## src/hdl/dispBuf_cfg.svh

```systemverilog
// Display buffer configuration
`ifndef DISP_BUF_CFG_SVH
`define DISP_BUF_CFG_SVH

// Words per frame, also the RAM depth
`define FRAME_WORDS 34560

// Field widths
`define READ_ADDR_W 16
`define WRITE_ADDR_W 17
`define HALF_W 32
`define WORD_W 64

`endif

```

## src/hdl/scanPkg.sv

```systemverilog
// Display scan types
`include "dispBuf_cfg.svh"

package scanPkg;

    // Scan read address into the buffer
    typedef logic [`READ_ADDR_W-1:0] readAddr_t;

    // Tag that travels with each read
    typedef struct packed {
        readAddr_t addr;
        // High when addr is word zero
        logic      frameStart;
        // Scan has run since reset
        logic      live;
    } scanTag_t;

endpackage

```

## src/hdl/scanAddressGen.sv

```systemverilog
// Frame scan address counter
`include "dispBuf_cfg.svh"

module scanAddressGen (
    input  logic             request,
    input  logic             nRES_L,
    output scanPkg::scanTag_t scanTag
);

    scanPkg::readAddr_t addrQ;
    scanPkg::readAddr_t addrNext;
    logic               frameStartQ;
    logic               liveQ;

    // First edge after reset holds word 0 and only raises live
    always_comb begin
        if (!liveQ) begin
            addrNext = '0;
        end else if (addrQ == scanPkg::readAddr_t'(`FRAME_WORDS - 1)) begin
            addrNext = '0;
        end else begin
            addrNext = addrQ + 1'b1;
        end
    end

    always_ff @(posedge request or posedge nRES_L) begin
        if (nRES_L) begin
            addrQ       <= '0;
            frameStartQ <= 1'b0;
            liveQ       <= 1'b0;
        end else begin
            addrQ       <= addrNext;
            frameStartQ <= (addrNext == '0);
            liveQ       <= 1'b1;
        end
    end

    assign scanTag.addr       = addrQ;
    assign scanTag.frameStart = frameStartQ;
    assign scanTag.live       = liveQ;

endmodule

```

## config.mk

```make
export PLATFORM = sky130hd
export DESIGN_NAME = scanAddressGen
export DESIGN_NICKNAME = d
export VERILOG_FILES = /design/src/hdl/scanPkg.sv /design/src/hdl/scanAddressGen.sv
export VERILOG_INCLUDE_DIRS = /design/src /design/src/hdl
export SDC_FILE = /design/constraint.sdc
export NUM_CORES = 1
export LEC_CHECK = 0
export BUFFER_PORTS_ARGS = -buffer_cell sky130_fd_sc_hd__buf_4
export CAP_MARGIN = 0
export CORE_ASPECT_RATIO = 0.7
export CORE_UTILIZATION = 58
export DETAILED_ROUTE_END_ITERATION = 12
export PLACE_DENSITY = 0.87
export SYNTH_ARGS = -nofsm -noshare
export SYNTH_HDL_FRONTEND = slang
export SYNTH_SLANG_ARGS = --single-unit
```

## constraint.sdc

```tcl
create_clock -name request -period 5.1 [get_ports request]
set_clock_uncertainty 0.15 [all_clocks]
set_input_delay 0.765 -clock request [delete_from_list [all_inputs] [get_ports request]]
set_output_delay 0.765 -clock request [all_outputs]
set_load 0.005 [all_outputs]
```

==> results.json <==
{
  "ant_nets": 0,
  "drive_gt1_frac": 0.242,
  "ir_drop_v": 0.000206,
  "antenna_cells": 0,
  "clock.fmax_ghz": 0.420,
  "clockBufferDepth": 2,
  "crit_path_max_fanout": 8,
  "rsz0062_at_grt": "no",
  "grt_max_degree": 19,
  "path_class": "reg -> reg",
  "setup_slack_ns": 2.72,
  "vias": 847,
  "routedWlPerCell_microns": 14.5,
  "antenna_found_initial": 0,
  "setup_tns_ns": 0,
  "use_met3": 0.0873,
  "relSlewSlack": 0.416,
  "drt_iter0_drc": 41,
  "worstRegToRegCells": 6,
  "ios": 20,
  "core_region_area_sq_um": 1670,
  "grtUsageMet1": 0.364,
  "holdBufCountCts": 0,
  "first_pass_iters": 4,
  "synth_most_common_cell": "nor2_1",
  "nets": 132,
  "grt_use_total": 0.260,
  "ys_seq_elements": 18,
  "synthFlopType": "dfrtp_1",
  "async_flop_share": 1.00,
  "fp.dieH_microns": 38.1,
  "wirelength_microns": 2160,
  "yosysWarnings": 0,
  "synthDistinctLibCells": 34,
  "fin_crit_sh": 0.467,
  "ys_seq_area_frac": 0.418,
  "finalHoldViolations": 0,
  "min_period_ns": 2.38,
  "io_buffers": 19,
  "row_count": 12,
  "synthCells": 113,
  "cts_setup_buffers": 0,
  "tightest_slew_ns": 0.867,
  "dp_hpwl_microns": 1610,
  "maxSlewViolCount": 0,
  "die-area_sq_um": 2040,
  "yosysTopAreaCellShare": 0.418,
  "gp_congestion": 0.853,
  "worstPathArrival_ns": 2.43,
  "clk_latency_ns": 0.30,
  "maxCapViolations": 0,
  "grt_overflow": 0,
  "cts-htree-levels": 1,
  "avgSynthCellArea_sq_um": 9.53,
  "top_usage_layer": "met2",
  "min_path_type": "in -> async",
  "crit_required_ns": 5.15,
  "clk_pin_slew_ns": 0.10,
  "synth.area.top_cells": "dfrtp_1 (42%), xnor2_1 (8.9%), nor2_1 (6.6%)",
  "power_density_nw_per_um2": 211,
  "p_leak_uw": 0.000552,
  "grt_pass1_vias": 787,
  "syn_area_sq_um": 1080,
  "start_util": 0.646,
  "drc": 0,
  "synth_edf_count": 0,
  "area_delta_synth_final_pct": 13.7,
  "ctsResizeCount": 0,
  "use_met2": 0.372,
  "cp-start-kind": "register",
  "synth_common_cells": "nor2_1 (19), dfrtp_1 (18), xnor2_1 (11)",
  "setup_viol": 0,
  "cts.sink_count": 18,
  "cts_tree": "built",
  "outcome": "finished, final reports clean",
  "numCtsBuffers": 3,
  "place_ws_ns": 2.74,
  "fp.dieW_microns": 53.5,
  "final_core_util": 0.735,
  "syn_nets": 116,
  "synth_area_leader_cell": "dfrtp_1",
  "cts-root-buf": "clkbuf_4",
  "end_kind": "register",
  "grt_first_pass_wirelength_microns": 3660,
  "via_per_inst": 5.68
}
## worst max-delay path: stages (launching register included)
cell and delay [ns]:
dfrtp_1 0.45, ha_1 0.29, and4_2 0.28, nand2_1 0.07, o21ai_0 0.70, buf_4 0.28
nor2_1 0.06
## worst paths after layout
check	start	endpoint	slack, ns
hold / removal	nRES_L	addrQ[2]	0.39
setup reg to reg	addrQ[0]	addrQ[11]	2.72
min in group request	addrQ[0]	addrQ[0]	0.41
setup / recovery	addrQ[0]	addrQ[11]	2.72
max in group asynchronous	nRES_L	liveQ	3.99
hold reg to reg	addrQ[0]	addrQ[0]	0.41
## routing by layer
metal,vias up,share of wire
met2,36,0.45
met5,-,0
met4,0,0.0083
li1,413,-
met1,394,0.47
met3,4,0.075
## through the flow
step	power (uW)	std cells	instance area (sq um)	hold WS [ns]
2_1_floorplan	167	113	1080	0.354
3_3_place_gp	172	145	1190	0.384
3_5_place_dp	174	145	1190	0.399
4_1_cts	262	149	1220	0.418
5_1_grt	271	149	1220	0.456
6_report	258	149	1220	0.395
## cell usage in the layout, fill, tap and decap left out, drive strengths merged
cell / instances
inv: 3
dfrtp: 18
a41o: 1
o211ai: 1
nand3b: 1
a22oi: 2
or2: 1
a2111oi: 1
xor2: 5
clkbuf: 4
nor4: 2
and3: 4
and2: 4
ha: 1
or3: 1
nand2: 6
nand3: 9
nor3: 2
or4: 1
o21ai: 2
and4: 2
nor2: 19
xnor2: 11
mux2i: 1
buf: 20
conb: 1
nand4: 4
o311a: 1
## flip-flops by register name, summed over array words and instances, names as in the netlist
| name | cells |
|---|---|
| frameStartQ | 1 |
| liveQ | 1 |
| addrQ | 16 |
## kinds of logic (layout without fill, tap and decap cells)
group                      count (synthesis)  after routing  synth area share
xor gates and xnor gates                  16             16             0.130
AOI/OAI and AO/OA                          8              8            0.0848
adders and majority gates                  1              1            0.0116
and+or+nand+nor                           56             56             0.272
muxes                                      1              1           0.00929
DFF                                       18             18             0.418
buffers and inverters                     12             27            0.0708
other                                      1              1           0.00348
## report_power, final
group | switching, uW | leakage [uW] | internal (uW)
Combinational | 10.6 | 0.000287 | 9.62
Sequential | 4.42 | 0.000244 | 146
Clock | 44.3 | 0.0000210 | 43.7
## area by class of cell
type / count / area, sq um
clock buffers: 4 / 36.3
repair buffers: 20 / 150
flip-flops and latches: 18 / 450
inverters: 3 / 11.3
multi-input cells: 83 / 551
well taps: 21 / 26.3
fillers: 132 / 442
Power figures use the tool's default switching activity.
