## config.mk

```make
export PLATFORM = sky130hd
export DESIGN_NAME = writeDecode
export DESIGN_NICKNAME = d
export VERILOG_FILES = /design/src/hdl/bufMemPkg.sv /design/src/hdl/writeDecode.sv
export VERILOG_INCLUDE_DIRS = /design/src /design/src/hdl
export SDC_FILE = /design/constraint.sdc
export NUM_CORES = 1
export LEC_CHECK = 0
export BUFFER_PORTS_ARGS = -buffer_cell sky130_fd_sc_hd__buf_4
export CORE_UTILIZATION = 34
export CTS_CLUSTER_DIAMETER = 150
export DETAILED_ROUTE_END_ITERATION = 7
export PLACE_DENSITY = 0.76
export SLEW_MARGIN = 15
export SYNTH_ARGS = -nofsm -noshare
export SYNTH_HDL_FRONTEND = slang
export SYNTH_SLANG_ARGS = --single-unit
```

## constraint.sdc

```tcl
create_clock -name request -period 0.8 [get_ports request]
set_input_delay 0.08 -clock request [delete_from_list [all_inputs] [get_ports request]]
set_output_delay 0.08 -clock request [all_outputs]
set_load 0.05 [all_outputs]
```

## src/hdl/dispBuf_cfg.svh

```systemverilog
// Display buffer configuration
`ifndef DISP_BUF_CFG_SVH
`define DISP_BUF_CFG_SVH

// Words per frame, also the RAM depth
`define FRAME_WORDS 34560

// Field widths
`define READ_ADDR_W 16
`define WRITE_ADDR_W 17
`define HALF_W 32
`define WORD_W 64

`endif

```

## src/hdl/bufMemPkg.sv

```systemverilog
// Buffer memory types
`include "dispBuf_cfg.svh"

package bufMemPkg;

    // Graphics side write address, bit 0 picks the half
    typedef logic [`WRITE_ADDR_W-1:0] writeAddr_t;

    // One 32-bit half of a buffer word
    typedef logic [`HALF_W-1:0] halfWord_t;

    // Full buffer word as seen by the display
    typedef logic [`WORD_W-1:0] bufWord_t;

    // Word index into the buffer
    typedef logic [`WRITE_ADDR_W-2:0] wordIndex_t;

    // Decoded write, ready for the RAM
    typedef struct packed {
        // Set only for an in-frame write
        logic       commit;
        wordIndex_t index;
        // 1 selects bits 63:32
        logic       upperHalf;
        halfWord_t  data;
    } writeCmd_t;

endpackage

```

## src/hdl/writeDecode.sv

```systemverilog
// Graphics write decode
`include "dispBuf_cfg.svh"

module writeDecode (
    input  logic                  request,
    input  logic                  nRES_L,
    input  logic                  bufWriteEn,
    input  bufMemPkg::writeAddr_t bufWriteAddr,
    input  bufMemPkg::halfWord_t  bufWriteData,
    output bufMemPkg::writeCmd_t  writeCmd
);

    bufMemPkg::wordIndex_t wordIndex;
    logic                  upperSel;
    logic                  inFrame;

    logic                  commitQ;
    bufMemPkg::wordIndex_t indexQ;
    logic                  upperQ;
    bufMemPkg::halfWord_t  dataQ;

    // Address bit 0 selects the half, the rest is the word
    assign wordIndex = bufWriteAddr[`WRITE_ADDR_W-1:1];
    assign upperSel  = bufWriteAddr[0];

    // Writes past the last frame word are dropped here
    assign inFrame = (wordIndex < `FRAME_WORDS);

    // Pending commit flag
    always_ff @(posedge request or posedge nRES_L) begin
        if (nRES_L) begin
            commitQ <= 1'b0;
        end else begin
            commitQ <= bufWriteEn && inFrame;
        end
    end

    // Write payload, only meaningful with commitQ
    always_ff @(posedge request) begin
        indexQ <= wordIndex;
        upperQ <= upperSel;
        dataQ  <= bufWriteData;
    end

    assign writeCmd.commit    = commitQ;
    assign writeCmd.index     = indexQ;
    assign writeCmd.upperHalf = upperQ;
    assign writeCmd.data      = dataQ;

endmodule

```

==> results of run 1 <==
[logic make-up after synthesis]
family                 after synthesis  synth area share (%)
AO/OA/AOI/OAI                        1                  1.54
buffers and inverters                3                  1.78
flip-flops                          50                  95.5
AND/OR/NAND/NOR                      2                  1.19
[metrics by stage]
stage	cells	hold WS (ns)	utilization [%]
CTS	245	0.0333	95.3
detailed placement	186	-0.0629	64.3
global placement	186	-0.0706	64.3
floorplan	56	-0.191	-
[repair_timing]
item,4_1_cts
hold buffers,51
gates resized for setup,119
endpoints found under the setup margin,50
hold endpoints to repair,51
cloned,0
==> flow_metrics.env, run 1 <==
export IMPL_status="stopped before the end"
export IMPL_haltStage="5_1_grt"
export IMPL_error_line="[ERROR DPL-0033] detailed placement checks failed during check placement."
export IMPL_synthTopCellsByCount="dfxtp_1 (49), buf_4 (2)"
export IMPL_cts_max_level=2
export IMPL_syn_nets=108
export IMPL_synth_edff_count=0
export IMPL_initial_core_util_pct=36.9
export IMPL_async_reset_ff_share_pct=2.00
export IMPL_dpl_instance_area_um2=1840
export IMPL_cts_root_buf="clkbuf_4"
export IMPL_grt_antenna_before_repair=0
export IMPL_clock_path_buffers=2
export IMPL_num_rows=19
export IMPL_syn_cell_area_um2=1050
export IMPL_routabilityCongestion=0.645
export IMPL_die_h_um=57.7
export IMPL_post_cts_buffers=0
export IMPL_yosysUniqueCellTypes=7
export IMPL_cts_buffers=5
export IMPL_ys_seq_area_share_pct=95.5
export IMPL_placement_io_buffers=101
export IMPL_grt_max_degree=15
export IMPL_worst_endpoint_kind="top-level output"
export IMPL_synth_seq_cells=50
export IMPL_syn_area_per_cell_um2=18.8
export IMPL_postGrtWorstEndpoint="writeCmd[49]"
export IMPL_synth_most_common_cell="dfxtp_1"
export IMPL_num_io_pins=102
export IMPL_pre_cts_ws_ns=0.0390
export IMPL_cts_sinks=50
export IMPL_synth_warnings=0
export IMPL_synth_top_area_cell="dfxtp_1"
export IMPL_synth_top_area_share_pct=93.1
export IMPL_synth_top_flop_cell="dfxtp_1"
export IMPL_fp_dieW_um=57.7
export IMPL_syn_inst=56
export IMPL_netlist_top_cells_area="dfxtp_1 (93%), dfrtp_1 (2.4%), o41ai_2 (1.5%), buf_4 (1.4%), and3_1 (0.59%)"
==> run 2, diff against run 1 <==
--- a/config.mk
+++ b/config.mk
@@ -7,10 +7,10 @@
 export NUM_CORES = 1
 export LEC_CHECK = 0
 export BUFFER_PORTS_ARGS = -buffer_cell sky130_fd_sc_hd__buf_4
-export CORE_UTILIZATION = 34
-export CTS_CLUSTER_DIAMETER = 150
+export CORE_AREA = 2 2 63 65
 export DETAILED_ROUTE_END_ITERATION = 7
-export PLACE_DENSITY = 0.76
+export DIE_AREA = 0 0 65 67
+export PLACE_DENSITY_LB_ADDON = 0.15
 export SLEW_MARGIN = 15
 export SYNTH_ARGS = -nofsm -noshare
 export SYNTH_HDL_FRONTEND = slang
==> run 2 against run 1 <==
Against the previous run:
- the flow now finishes, with violations (setup timing)
- synthesized area is the same
- synthesized cell count unchanged
==> flow_metrics.env, run 2 <==
export IMPL_status="complete, but fails checks"
export IMPL_violations="setup timing"
export IMPL_path_cells="buf_6"
export IMPL_grt_util_all_layers_pct=18.7
export IMPL_post_route_period_util_pct=113
export IMPL_top_register="dataQ"
export IMPL_core_area_um2=3610
export IMPL_syn_area_per_cell_um2=18.8
export IMPL_synthTopCellsByCount="dfxtp_1 (49), buf_4 (2)"
export IMPL_yosysUniqueCellTypes=7
export IMPL_num_rows=22
export IMPL_dp_cells=203
export IMPL_fin_area_um2=2860
export IMPL_path_max_fanout=1
export IMPL_pre_cts_ws_ns=0.0220
export IMPL_post_route_drc_count=0
export IMPL_switching_share_pct=26.2
export IMPL_required_ns=0.72
export IMPL_hold_class="in2reg"
export IMPL_power_density_nw_per_um2=2010
export IMPL_wl_met2_um=2230
export IMPL_num_io_pins=102
export IMPL_drive_above_1_share_pct=74.6
export IMPL_cp_start_kind="register"
export IMPL_drv_slew=0
export IMPL_first_iter_violations=16
export IMPL_seq_power_share_pct=47.7
export IMPL_setup_slack_ns=-0.106
export IMPL_cts_root_buf="clkbuf_8"
export IMPL_netlist_top_cells_area="dfxtp_1 (93%), dfrtp_1 (2.4%), o41ai_2 (1.5%), buf_4 (1.4%), and3_1 (0.59%)"
export IMPL_max_slew_worst_pin_slew_ns=0.212
export IMPL_vias=1013
export IMPL_initial_core_util_pct=29.2
export IMPL_synth_edff_count=0
export IMPL_path_class="reg2out"
export IMPL_clock_power_share_pct=30.2
export IMPL_firstDrtPassIters=3
export IMPL_design_die_area_um2=4360
export IMPL_ant_nets=0
export IMPL_pwr_share_comb_pct=22.1
export IMPL_crit_slowest_cell="dfrtp_1"
export IMPL_power_leakage_uw=0.00132
export IMPL_final_cells=261
export IMPL_synth_seq_cells=50
export IMPL_synth_top_flop_cell="dfxtp_1"
export IMPL_grt_first_pass_wirelength_um=5600
export IMPL_synth_warnings=0
export IMPL_whs_ns=0.0233
export IMPL_wl_met3_um=370
export IMPL_largest_register_ffs=32
export IMPL_wire_per_inst_um=14.7
export IMPL_routed_wl_um=3830
export IMPL_fp_dieW_um=65
export IMPL_n_fill_cell=201
export IMPL_grt_pass1_vias=1174
export IMPL_p_int_uw=4230
export IMPL_cp_end_kind="primary output"
export IMPL_grt_max_degree=17
export IMPL_critPathBufInv=1
export IMPL_cts_buffers=5
export IMPL_routabilityCongestion=0.645
export IMPL_area_delta_synth_final_pct=171
export IMPL_timing_hold_violations_final=0
export IMPL_cts_sinks=50
export IMPL_synth_top_area_share_pct=93.1
export IMPL_timing_fmax_mhz=1100
export IMPL_post_cts_buffers=0
export IMPL_max_stage_delay_ns=0.38
export IMPL_syn_nets=108
export IMPL_path_clk_slew_ns=0.08
export IMPL_peakVddDrop_uv=1200
export IMPL_cts_max_level=2
export IMPL_regArea_um2=1070
export IMPL_setup_violations=50
export IMPL_grt_antenna_before_repair=0
export IMPL_via_per_inst=3.88
export IMPL_grt_setup_unrepaired="yes"
export IMPL_final_common_cell="buf_4"
export IMPL_syn_inst=56
export IMPL_final_nets=264
export IMPL_fin_util_pct=79.3
export IMPL_max_slew_margin_pct=85.7
export IMPL_p_switching_uw=1510
export IMPL_final_cell_mix="buf_4 (50), dfxtp_2 (49), dlygate4sd3_1 (49), buf_8 (36), buf_6 (15)"
export IMPL_synth_top_area_cell="dfxtp_1"
export IMPL_tritoncts="built"
export IMPL_arrival_ns=0.83
export IMPL_dpl_instance_area_um2=1860
export IMPL_met1_length_um=1200
export IMPL_syn_cell_area_um2=1050
export IMPL_synth_most_common_cell="dfxtp_1"
export IMPL_async_reset_ff_share_pct=2.00
export IMPL_drv_cap=0
export IMPL_placement_io_buffers=101
export IMPL_multi_input_area_um2=28.8
export IMPL_dr_max_layer_used="met4"
export IMPL_fin_crit_ns=0.906
export IMPL_critical_path_top_delay_family="flip-flops"
export IMPL_clock_path_buffers=2
export IMPL_n_antenna_cell=0
export IMPL_top_regs="dataQ (32), indexQ (16)"
export IMPL_grt_overflow=0
export IMPL_die_h_um=67
export IMPL_ys_seq_area_share_pct=95.5
-- run 2: logic make-up (layout without fill, tap and decap cells) --
logic type      Yosys count  count (layout)  share of synthesized area, %
simple gates              2               2                          1.19
flops                    50              50                          95.5
buf+inv                   3             160                          1.78
compound gates            1               1                          1.54
-- run 2: worst paths after layout --
kind,depth (start not counted),slack (ns),end,startpoint
max in group asynchronous,3,0.53,commitQ,nRES_L
hold / removal,2,0.02,commitQ,bufWriteEn
min in group asynchronous,3,0.18,commitQ,nRES_L
setup / recovery,1,-0.11,writeCmd[49],commitQ
-- run 2: cell type report --
| type | instances | area share, % |
|---|---|---|
| timing repair buffer | 151 | 55.5 |
| sequential | 50 | 37.3 |
| clock buffer | 5 | 2.41 |
| tap | 48 | 2.10 |
| clock inverter | 3 | 1.53 |
| multi-input combinational | 3 | 1.01 |
| inverter | 1 | 0.131 |
-- run 2: timing repair --
action | in CTS | in global routing
endpoints found under the setup margin | 50 | 51
resized for setup | 131 | 6
hold endpoints to repair | 50 | 0
hold buffers | 50 | 0
gates cloned | 0 | 0
-- run 2: metal layers --
| layer | up-vias | track usage, % |
|---|---|---|
| met5 | - | 0 |
| met4 | 0 | 10.4 |
| met3 | 2 | 6.08 |
| met2 | 65 | 38.3 |
| met1 | 463 | 15.3 |
| li1 | 483 | - |
-- run 2: power groups by stage --
stage	sequential (uW)	clock [uW]	combinational, uW
after floorplan	3170	0	36.4
after global placement	2710	0	892
after detailed placement	2720	0	898
after CTS	2730	1780	1240
after global routing	2740	1940	1310
final	2730	1730	1270
-- run 2: per-stage QoR --
| step | TNS [ns] | total power [uW] |
|---|---|---|
| after global routing | -4.82 | 5990 |
| after global placement | 0 | 3610 |
| after CTS | -3.36 | 5750 |
| final | -2.90 | 5740 |
| after detailed placement | 0 | 3620 |
| after floorplan | 0 | 3210 |
(Power assumes the default switching activity.)
