`config.mk`:
```
export PLATFORM = sky130hd
export DESIGN_NAME = pixelOutput
export DESIGN_NICKNAME = d
export VERILOG_FILES = /design/src/hdl/bufMemPkg.sv /design/src/hdl/scanPkg.sv /design/src/hdl/pixelOutput.sv
export VERILOG_INCLUDE_DIRS = /design/src /design/src/hdl
export SDC_FILE = /design/constraint.sdc
export NUM_CORES = 1
export LEC_CHECK = 0
export BUFFER_PORTS_ARGS = -buffer_cell sky130_fd_sc_hd__buf_2
export CAP_MARGIN = 10
export CORE_MARGIN = 3
export CORE_UTILIZATION = 35
export CTS_BUF_LIST = sky130_fd_sc_hd__clkbuf_4 sky130_fd_sc_hd__clkbuf_8 sky130_fd_sc_hd__clkbuf_16
export CTS_CLUSTER_DIAMETER = 120
export DETAILED_ROUTE_END_ITERATION = 7
export GPL_TIMING_DRIVEN = 0
export PLACE_DENSITY = 0.83
export REMOVE_ABC_BUFFERS = 1
export SLEW_MARGIN = 40
export SYNTH_ARGS = -nofsm -noshare
export SYNTH_HDL_FRONTEND = slang
export SYNTH_SLANG_ARGS = --single-unit
```
`constraint.sdc`:
```
create_clock -name request -period 1.35 [get_ports request]
set_clock_uncertainty 0.15 [all_clocks]
set_input_delay 0.0675 -clock request [delete_from_list [all_inputs] [get_ports request]]
set_output_delay 0.0675 -clock request [all_outputs]
set_load 0.02 [all_outputs]
```
`src/hdl/dispBuf_cfg.svh`:
```
// Display buffer configuration
`ifndef DISP_BUF_CFG_SVH
`define DISP_BUF_CFG_SVH

// Words per frame, also the RAM depth
`define FRAME_WORDS 34560

// Field widths
`define READ_ADDR_W 16
`define WRITE_ADDR_W 17
`define HALF_W 32
`define WORD_W 64

`endif

```
`src/hdl/bufMemPkg.sv`:
```
// Buffer memory types
`include "dispBuf_cfg.svh"

package bufMemPkg;

    // Graphics side write address, bit 0 picks the half
    typedef logic [`WRITE_ADDR_W-1:0] writeAddr_t;

    // One 32-bit half of a buffer word
    typedef logic [`HALF_W-1:0] halfWord_t;

    // Full buffer word as seen by the display
    typedef logic [`WORD_W-1:0] bufWord_t;

    // Word index into the buffer
    typedef logic [`WRITE_ADDR_W-2:0] wordIndex_t;

    // Decoded write, ready for the RAM
    typedef struct packed {
        // Set only for an in-frame write
        logic       commit;
        wordIndex_t index;
        // 1 selects bits 63:32
        logic       upperHalf;
        halfWord_t  data;
    } writeCmd_t;

endpackage

```
`src/hdl/scanPkg.sv`:
```
// Display scan types
`include "dispBuf_cfg.svh"

package scanPkg;

    // Scan read address into the buffer
    typedef logic [`READ_ADDR_W-1:0] readAddr_t;

    // Tag that travels with each read
    typedef struct packed {
        readAddr_t addr;
        // High when addr is word zero
        logic      frameStart;
        // Scan has run since reset
        logic      live;
    } scanTag_t;

endpackage

```
`src/hdl/pixelOutput.sv`:
```
// Display word output register
module pixelOutput (
    input  logic                request,
    input  logic                nRES_L,
    input  bufMemPkg::bufWord_t readWord,
    input  scanPkg::scanTag_t   readTag,
    output bufMemPkg::bufWord_t pixelWord,
    output logic                pixelValid,
    output logic                frameStart
);

    bufMemPkg::bufWord_t wordQ;
    logic                validQ;
    logic                startQ;

    // Word payload
    always_ff @(posedge request) begin
        wordQ <= readWord;
    end

    // Flags move with the word on the same edge
    always_ff @(posedge request or posedge nRES_L) begin
        if (nRES_L) begin
            validQ <= 1'b0;
            startQ <= 1'b0;
        end else begin
            validQ <= readTag.live;
            startQ <= readTag.frameStart;
        end
    end

    assign pixelWord  = wordQ;
    assign pixelValid = validQ;
    assign frameStart = startQ;

endmodule

```
==> flow_summary.html, run 1 <==
<table>
<tr><th>Metric</th><th>Value</th></tr>
<tr><th colspan="2">Global routing</th></tr>
<tr><td>Overflow after GRT</td><td>0</td></tr>
<tr><td>Global-route wire length before repair</td><td>6568 um</td></tr>
<tr><td>Antenna violations before repair</td><td>0</td></tr>
<tr><td>Largest net degree at the start of global routing</td><td>11</td></tr>
<tr><td>Via count of the first global-routing pass</td><td>1,452</td></tr>
<tr><td>Gr usage total</td><td>0.2049</td></tr>
<tr><th colspan="2">Worst setup path</th></tr>
<tr><td>CP top delay family</td><td>flip-flops</td></tr>
<tr><td>WP buf/inv</td><td>1</td></tr>
<tr><td>Crit path arrival time</td><td>0.84 ns</td></tr>
<tr><td>Critical Path End Type</td><td>primary output</td></tr>
<tr><td>Cell type of the slowest stage on the worst timing path</td><td>sky130_fd_sc_hd__dfrtp_1</td></tr>
<tr><td>Total number of cells along the worst setup path</td><td>1</td></tr>
<tr><td>CP cell instances</td><td>buf_2</td></tr>
<tr><td>Maximum net fanout on the critical path</td><td>1</td></tr>
<tr><td>Required time worst endpoint</td><td>1.13 ns</td></tr>
<tr><td>Classification of the worst setup path</td><td>reg2out</td></tr>
<tr><td>Highest cell delay on the worst timing path</td><td>around 0.36 ns</td></tr>
<tr><td>Critical path launch point type</td><td>flop</td></tr>
<tr><th colspan="2">Synth</th></tr>
<tr><td>Number of distinct standard cells referenced by the synthesized netlist</td><td>3</td></tr>
<tr><td>FF+latch count, synth</td><td>66</td></tr>
<tr><td>Number of instances in the synthesized netlist</td><td>between 60 and 70</td></tr>
<tr><td>Total standard cell area after synthesis</td><td>1335 sq um</td></tr>
<tr><td>Biggest area consumer among synthesized cells</td><td>sky130_fd_sc_hd__dfxtp_1</td></tr>
<tr><td>Leading post-synthesis cells by cell area</td><td>sky130_fd_sc_hd__dfxtp_1 96%, sky130_fd_sc_hd__dfrtp_1 3.7%, sky130_fd_sc_hd__inv_1 0.28%</td></tr>
<tr><td>Area share of the largest cell type after synthesis</td><td>0.9597</td></tr>
<tr><td>Syn_area_per_cell</td><td>19.93 sq um</td></tr>
<tr><td>Total number of yosys warnings</td><td>0</td></tr>
<tr><td>Sequential element share of the synthesized area</td><td>0.9972</td></tr>
<tr><th colspan="2">Drt</th></tr>
<tr><td>Remaining routing DRC violations</td><td>0</td></tr>
<tr><td>Pre-antenna DRT Iters</td><td>3</td></tr>
<tr><td>Via density</td><td>3.936</td></tr>
<tr><td>Via count of the routed design</td><td>~1.3k</td></tr>
<tr><td>Average wire per cell in the routed design</td><td>13.64 um</td></tr>
<tr><td>Antenna Nets Post-Route</td><td>0</td></tr>
<tr><td>Drt initial violations</td><td>16</td></tr>
<tr><td>Final wirelength</td><td>about 4500 um</td></tr>
<tr><th colspan="2">Min path</th></tr>
<tr><td>Hold crit path type</td><td>in2reg</td></tr>
<tr><td>Worst hold path depth</td><td>2</td></tr>
<tr><th colspan="2">Timing</th></tr>
<tr><td>Max transition margin</td><td>0.9021</td></tr>
<tr><td>Post-route clock period utilization</td><td>0.7801</td></tr>
<tr><td>Upper clock frequency limit</td><td>949.5 MHz</td></tr>
<tr><td>Final-report max-slew violation count</td><td>0</td></tr>
<tr><td>Final critical delay including setup and external delays</td><td>1.053 ns</td></tr>
<tr><td>Worst-Margin Slew</td><td>~0.15 ns</td></tr>
<tr><td>Setup TNS after final layout</td><td>0 ns</td></tr>
<tr><td>Final number of hold-violating endpoints</td><td>0</td></tr>
<tr><td>Setup repair after global routing missed its margin</td><td>false</td></tr>
<tr><td>Endpoints failing setup</td><td>0</td></tr>
<tr><th colspan="2">Floorplan</th></tr>
<tr><td>Core Area</td><td>3495 sq um</td></tr>
<tr><td>Die area</td><td>approximately 4600 sq um</td></tr>
<tr><td>Number of top-level pins</td><td>150</td></tr>
<tr><td>Die Y</td><td>67.76 um</td></tr>
<tr><td>Die width</td><td>67.76 um</td></tr>
<tr><td>Placement row count</td><td>21</td></tr>
<tr><td>Starting density of the core</td><td>0.3820</td></tr>
<tr><th colspan="2">Pwr</th></tr>
<tr><td>Net switching share of the total power</td><td>0.2181</td></tr>
<tr><td>Sequential Power Share</td><td>0.501</td></tr>
<tr><td>Part of the power in combinational logic</td><td>0.119</td></tr>
<tr><td>Switching pwr</td><td>0.0009052 W</td></tr>
<tr><td>Cell-internal power</td><td>0.003246 W</td></tr>
<tr><td>Leakage</td><td>1.479 nW</td></tr>
<tr><td>Total Power Consumption</td><td>0.004151 W</td></tr>
<tr><td>Worst IR Drop VDD</td><td>a little under 0.001 V</td></tr>
<tr><td>Proportion of power drawn by the clock network</td><td>0.381</td></tr>
<tr><td>Power per cell area</td><td>approximately 1400 nW/um^2</td></tr>
<tr><th colspan="2">Layout</th></tr>
<tr><td>Syn-to-layout area delta</td><td>119.6%</td></tr>
<tr><td>Post-layout nets</td><td>363</td></tr>
<tr><td>Multi-input logic cell count</td><td>0</td></tr>
<tr><td>Layout cell share with drive strength beyond 1</td><td>0.5230</td></tr>
<tr><td>Antenna diode instance count</td><td>0</td></tr>
<tr><td>Final-layout fill cell count</td><td>around 180</td></tr>
<tr><td>Area occupied by multi-input gates</td><td>0 sq um</td></tr>
<tr><th colspan="2">CTS</th></tr>
<tr><td>Hold-fix buffers, CTS</td><td>68</td></tr>
<tr><td>Clock slew at the register clock pins of the worst setup and hold paths</td><td>0.07 ns</td></tr>
<tr><td>Clock sink count</td><td>66</td></tr>
<tr><td>Post-CTS setup buffer count</td><td>0</td></tr>
<tr><td>Inserted Clock Buffers</td><td>9</td></tr>
<tr><td>CTS Root Cell</td><td>sky130_fd_sc_hd__clkbuf_8</td></tr>
<tr><td>Number of instances resized during post-cts repair</td><td>0</td></tr>
<tr><td>H-tree depth reported by CTS</td><td>3</td></tr>
<tr><td>TritonCTS clock tree</td><td>built</td></tr>
<tr><td>Maximum clock path buffer count</td><td>2</td></tr>
<tr><th colspan="2">Status</th></tr>
<tr><td>Status</td><td>complete, no violations</td></tr>
<tr><th colspan="2">Flow run</th></tr>
<tr><td>Total of max-cap violations</td><td>0</td></tr>
<tr><th colspan="2">Place</th></tr>
<tr><td>I/O Buffers</td><td>roughly 130</td></tr>
<tr><td>Weighted congestion reported at the end of routability-driven placement</td><td>between 0.6 and 0.7</td></tr>
<tr><td>Placed wire-length estimate</td><td>2531 um</td></tr>
</table>
==> synth_stat cells <==
library cell              number
sky130_fd_sc_hd__dfxtp_1      64
sky130_fd_sc_hd__inv_1         1
sky130_fd_sc_hd__dfrtp_1       2
==> metrics by stage <==
step / hold WS [ns] / worst slack (ns) / instance area (sq um) / cells / utilization
2_1_floorplan: -0.3413 / 0.7165 / 1335 / 67 / -
3_3_place_gp: -0.2337 / 0.6476 / 2058 / 246 / 0.5890
3_5_place_dp: -0.2320 / 0.6440 / 2058 / 246 / 0.5890
4_1_cts: 0.2105 / 0.2886 / 2932 / 329 / 0.8389
5_1_grt: 0.2081 / 0.2439 / 2932 / 329 / 0.8389
6_report: 0.2292 / 0.2968 / 2932 / 329 / 0.8389
==> cells by family (layout without fill, tap and decap cells) <==
logic type | Yosys count | count (layout) | share of synthesized area
DFF | 66 | 66 | 0.9972
buffers and inverters | 1 | 217 | 0.002809
==> worst paths after layout <==
check | slack, ns | startpoint | to
min in group asynchronous | 0.56 | nRES_L | pixelValid
hold / removal | 0.23 | readWord[35] | pixelWord[35]
setup / recovery | 0.30 | pixelValid | pixelValid
max in group asynchronous | 0.38 | nRES_L | frameStart
==> layout by cell type (no fill, tap or decap) <==
master and instances:
sky130_fd_sc_hd__bufinv_16 1, sky130_fd_sc_hd__buf_2 133, sky130_fd_sc_hd__inv_1 1, sky130_fd_sc_hd__clkbuf_8 10, sky130_fd_sc_hd__dfxtp_1 64, sky130_fd_sc_hd__clkbuf_4 2
sky130_fd_sc_hd__dlygate4sd3_1 68, sky130_fd_sc_hd__dfrtp_1 2, sky130_fd_sc_hd__clkinv_2 2
==> routing by layer <==
metal	global-route usage	vias up	wire length, um
met5	0	-	0
met4	0.1139	0	95
met3	0.08985	11	508
met2	0.3560	91	2258
met1	0.2019	564	1624
li1	-	629	-
==> registers in the layout (all words and copies together), names as in the netlist <==
name / flops
pixelValid: 1
pixelWord: 64
frameStart: 1
==> cell type report <==
class	count	area (sq um)	area share
Inverter	1	3.754	0.001280
Clock inverter	3	40.04	0.01366
Tap cell	46	57.56	0.01963
Sequential cell	66	1331	0.4541
Timing Repair Buffer	201	1346	0.4592
Clock buffer	12	152.6	0.05207
==> power by group through the flow <==
| stage | Sequential, W | Clock [W] | Combinational [W] |
|---|---|---|---|
| after floorplan | 0.00226 | 0 | 0.00000112 |
| after global placement | 0.00211 | 0 | 0.000330 |
| after detailed placement | 0.00212 | 0 | 0.000335 |
| after CTS | 0.00208 | 0.00161 | 0.000486 |
| after global routing | 0.00209 | 0.00172 | 0.000526 |
| final | 0.00208 | 0.00158 | 0.000493 |
Note: power is estimated with default switching activity, not from simulation.
==> inputs of run 2 (changes only) <==
ABC_AREA = 1   (was default)
CORE_UTILIZATION = 32   (was 35)
PLACE_DENSITY = 0.77   (was 0.83)
clock period = 1.1 ns   (was 1.35 ns; I/O delays follow)
==> run 2 against run 1 <==
  * Global-route usage increased by 0.14 points
  * Worst hold slack got worse by 0.026 ns
  * First-iteration DRC count grew 120%
  * Non-clock buffer count is the same
  * Die area is 8.5% higher
  * Power grew 24%
  * Flip-flop and latch count is the same
  * Sequential power is 23% higher
  * Final cell count grew 0.61%
  * Core utilization decreased by 7.2 points
  * Routed wire length up 8.0%
  * Cell area about the same
==> flow_summary.html, run 2 (synthesis gave the netlist of run 1 again) <==
<table>
<tr><th>Metric</th><th>Value</th></tr>
<tr><th colspan="2">Status</th></tr>
<tr><td>Status</td><td>complete, no violations</td></tr>
<tr><th colspan="2">Worst setup path</th></tr>
<tr><td>CP cell instances</td><td>buf_2</td></tr>
<tr><td>Cell type of the slowest stage on the worst timing path</td><td>sky130_fd_sc_hd__dfrtp_1</td></tr>
<tr><td>Maximum net fanout on the critical path</td><td>1 (unchanged)</td></tr>
<tr><td>Required time worst endpoint</td><td>0.89 ns (-0.24 ns)</td></tr>
<tr><td>WP buf/inv</td><td>1 (unchanged)</td></tr>
<tr><td>Crit path arrival time</td><td>0.84 ns (about the same)</td></tr>
<tr><td>Classification of the worst setup path</td><td>reg2out</td></tr>
<tr><td>Highest cell delay on the worst timing path</td><td>0.36 ns (about the same)</td></tr>
<tr><td>CP top delay family</td><td>flip-flops</td></tr>
<tr><td>Critical Path End Type</td><td>primary output</td></tr>
<tr><td>Critical path launch point type</td><td>flop</td></tr>
<tr><th colspan="2">CTS</th></tr>
<tr><td>H-tree depth reported by CTS</td><td>3 (unchanged)</td></tr>
<tr><td>CTS Root Cell</td><td>sky130_fd_sc_hd__clkbuf_8</td></tr>
<tr><td>Clock slew at the register clock pins of the worst setup and hold paths</td><td>0.07 ns (about the same)</td></tr>
<tr><td>Hold-fix buffers, CTS</td><td>68 (unchanged)</td></tr>
<tr><td>Number of instances resized during post-cts repair</td><td>0 (unchanged)</td></tr>
<tr><td>Maximum clock path buffer count</td><td>2 (unchanged)</td></tr>
<tr><td>Clock sink count</td><td>66 (unchanged)</td></tr>
<tr><td>TritonCTS clock tree</td><td>built</td></tr>
<tr><td>Post-CTS setup buffer count</td><td>0 (unchanged)</td></tr>
<tr><td>Inserted Clock Buffers</td><td>9 (unchanged)</td></tr>
<tr><th colspan="2">Pwr</th></tr>
<tr><td>Leakage</td><td>1.479 nW (unchanged)</td></tr>
<tr><td>Proportion of power drawn by the clock network</td><td>0.385 (+0.004)</td></tr>
<tr><td>Part of the power in combinational logic</td><td>0.119 (about the same)</td></tr>
<tr><td>Worst IR Drop VDD</td><td>0.001544 V (+56%)</td></tr>
<tr><td>Switching pwr</td><td>0.001148 W (+27%)</td></tr>
<tr><td>Sequential Power Share</td><td>0.497 (-0.004)</td></tr>
<tr><td>Power per cell area</td><td>1749 nW/um^2 (+24%)</td></tr>
<tr><td>Total Power Consumption</td><td>0.005132 W (+24%)</td></tr>
<tr><td>Cell-internal power</td><td>0.003983 W (+23%)</td></tr>
<tr><td>Net switching share of the total power</td><td>0.2237 (+0.005684)</td></tr>
<tr><th colspan="2">Layout</th></tr>
<tr><td>Commonest non-fill, non-tap cell in the layout</td><td>sky130_fd_sc_hd__buf_2</td></tr>
<tr><td>Multi-input logic cell count</td><td>0 (unchanged)</td></tr>
<tr><td>Number of flip-flops under the largest register name</td><td>64 (unchanged)</td></tr>
<tr><td>Post-layout nets</td><td>363 (unchanged)</td></tr>
<tr><td>Syn-to-layout area delta</td><td>119.8% (about the same)</td></tr>
<tr><td>Final std cells w/o fill</td><td>331 (+0.61%)</td></tr>
<tr><td>Area occupied by multi-input gates</td><td>0 sq um (unchanged)</td></tr>
<tr><td>Commonest non-fill, non-tap cells in the layout</td><td>133 x sky130_fd_sc_hd__buf_2, 68 x sky130_fd_sc_hd__dlygate4sd3_1, 64 x sky130_fd_sc_hd__dfxtp_1</td></tr>
<tr><td>Antenna diode instance count</td><td>0 (unchanged)</td></tr>
<tr><td>Layout cell share with drive strength beyond 1</td><td>0.5230 (unchanged)</td></tr>
<tr><th colspan="2">Global routing</th></tr>
<tr><td>Overflow after GRT</td><td>0 (unchanged)</td></tr>
<tr><td>Gr usage total</td><td>0.2063 (+0.001366)</td></tr>
<tr><td>Global-route wire length before repair</td><td>7424 um (+13%)</td></tr>
<tr><td>Antenna violations before repair</td><td>0 (unchanged)</td></tr>
<tr><td>Largest net degree at the start of global routing</td><td>11 (unchanged)</td></tr>
<tr><td>Via count of the first global-routing pass</td><td>1,526 (+5.1%)</td></tr>
<tr><th colspan="2">Timing</th></tr>
<tr><td>Endpoints failing setup</td><td>0 (unchanged)</td></tr>
<tr><td>Max transition margin</td><td>0.9049 (+0.002734)</td></tr>
<tr><td>Upper clock frequency limit</td><td>958.0 MHz</td></tr>
<tr><td>Worst-Margin Slew</td><td>0.1437 ns (-0.004130 ns)</td></tr>
<tr><td>Setup TNS after final layout</td><td>0 ns (unchanged)</td></tr>
<tr><td>Post-route clock period utilization</td><td>0.9489</td></tr>
<tr><td>Final-report max-slew violation count</td><td>0 (unchanged)</td></tr>
<tr><td>Setup repair after global routing missed its margin</td><td>false</td></tr>
<tr><td>Final number of hold-violating endpoints</td><td>0 (unchanged)</td></tr>
<tr><td>Final critical delay including setup and external delays</td><td>about 1.0 ns</td></tr>
<tr><th colspan="2">Drt</th></tr>
<tr><td>Antenna Nets Post-Route</td><td>0 (unchanged)</td></tr>
<tr><td>Final wirelength</td><td>4846 um (+8.0%)</td></tr>
<tr><td>Drt initial violations</td><td>35 (+19)</td></tr>
<tr><td>Routed length on met3</td><td>472 um (-7.1%)</td></tr>
<tr><td>Average wire per cell in the routed design</td><td>14.64 um (+7.4%)</td></tr>
<tr><td>Met1 routed wirelength after detailed routing</td><td>1597 um (-1.7%)</td></tr>
<tr><td>Metal2 WL</td><td>2604 um (+15%)</td></tr>
<tr><td>Remaining routing DRC violations</td><td>0 (unchanged)</td></tr>
<tr><td>Via density</td><td>4.018 (+2.1%)</td></tr>
<tr><td>Via count of the routed design</td><td>1,330 (+2.7%)</td></tr>
<tr><td>Highest routed metal layer</td><td>met4</td></tr>
<tr><td>Pre-antenna DRT Iters</td><td>4 (+1)</td></tr>
<tr><th colspan="2">Min path</th></tr>
<tr><td>Hold Path End</td><td>pixelWord[48]</td></tr>
<tr><td>Hold crit path type</td><td>in2reg</td></tr>
<tr><td>Worst hold path depth</td><td>2 (unchanged)</td></tr>
<tr><td>Startpoint of the tightest hold check path</td><td>readWord[48]</td></tr>
<tr><th colspan="2">Floorplan</th></tr>
<tr><td>Number of top-level pins</td><td>150 (unchanged)</td></tr>
<tr><td>Die Y</td><td>70.59 um (+4.2%)</td></tr>
<tr><td>Die area</td><td>4983 sq um (+8.5%)</td></tr>
<tr><td>Placement row count</td><td>22 (+4.8%)</td></tr>
<tr><td>Core Area</td><td>3826 sq um (+9.5%)</td></tr>
<tr><td>Die width</td><td>70.59 um (+4.2%)</td></tr>
<tr><td>Starting density of the core</td><td>0.3489 (-0.03311)</td></tr>
<tr><th colspan="2">Place</th></tr>
<tr><td>I/O Buffers</td><td>133 (unchanged)</td></tr>
<tr><td>Placed wire-length estimate</td><td>2580 um (+1.9%)</td></tr>
<tr><td>Number of cells after detailed placement</td><td>248 (+0.81%)</td></tr>
<tr><td>Weighted congestion reported at the end of routability-driven placement</td><td>0.6441 (-5.0%)</td></tr>
<tr><th colspan="2">Flow run</th></tr>
<tr><td>Total of max-cap violations</td><td>0 (unchanged)</td></tr>
</table>
run 2: cell counts in the layout (fill, tap and decap cells not counted):
Identical to the previous run, type by type.
run 2: final cells by class:
type	instances	area, sq um
well taps	48	60.06
fillers	256	892.1
flip-flops and latches	66	1331
repair buffers	201	1346
clock inverters	3	40.04
inverters	1	3.754
clock buffers	12	152.6
run 2: how the worst max path moves through the flow:
| stage | from | endpoint | slack, ns | depth (start not counted) |
|---|---|---|---|---|
| after global routing | pixelWord[34] | pixelWord[34] | 0.01 | 1 |
| after CTS | frameStart | frameStart | 0.04 | 1 |
| after floorplan | frameStart | frameStart | 0.48 | 0 |
| after detailed placement | frameStart | frameStart | 0.41 | 1 |
| after global placement | pixelValid | pixelValid | 0.41 | 1 |
| final | frameStart | frameStart | 0.06 | 1 |
run 2: stage by stage:
step	util	hold slack [ns]	area, sq um	setup slack, ns
after detailed placement	0.5386	-0.2402	2061	0.4054
final	0.7668	0.2037	2934	0.05617
after global routing	0.7668	0.2010	2934	0.01162
after CTS	0.7668	0.1883	2934	0.03932
after global placement	0.5386	-0.2484	2061	0.4127
after floorplan	-	-0.3538	1335	0.4790
run 2: metal layers:
layer,vias up,track usage
met2,94,0.3815
li1,627,-
met3,18,0.08097
met4,0,0.1273
met1,591,0.1862
met5,-,0
run 2: power by group through the flow:
stage / Clock [W] / Sequential (W) / Combinational (W)
3_5_place_dp: 0 / 0.00260 / 0.000412
5_1_grt: 0.00212 / 0.00256 / 0.000647
3_3_place_gp: 0 / 0.00260 / 0.000406
6_report: 0.00197 / 0.00255 / 0.000610
2_1_floorplan: 0 / 0.00277 / 0.00000138
4_1_cts: 0.00200 / 0.00255 / 0.000596
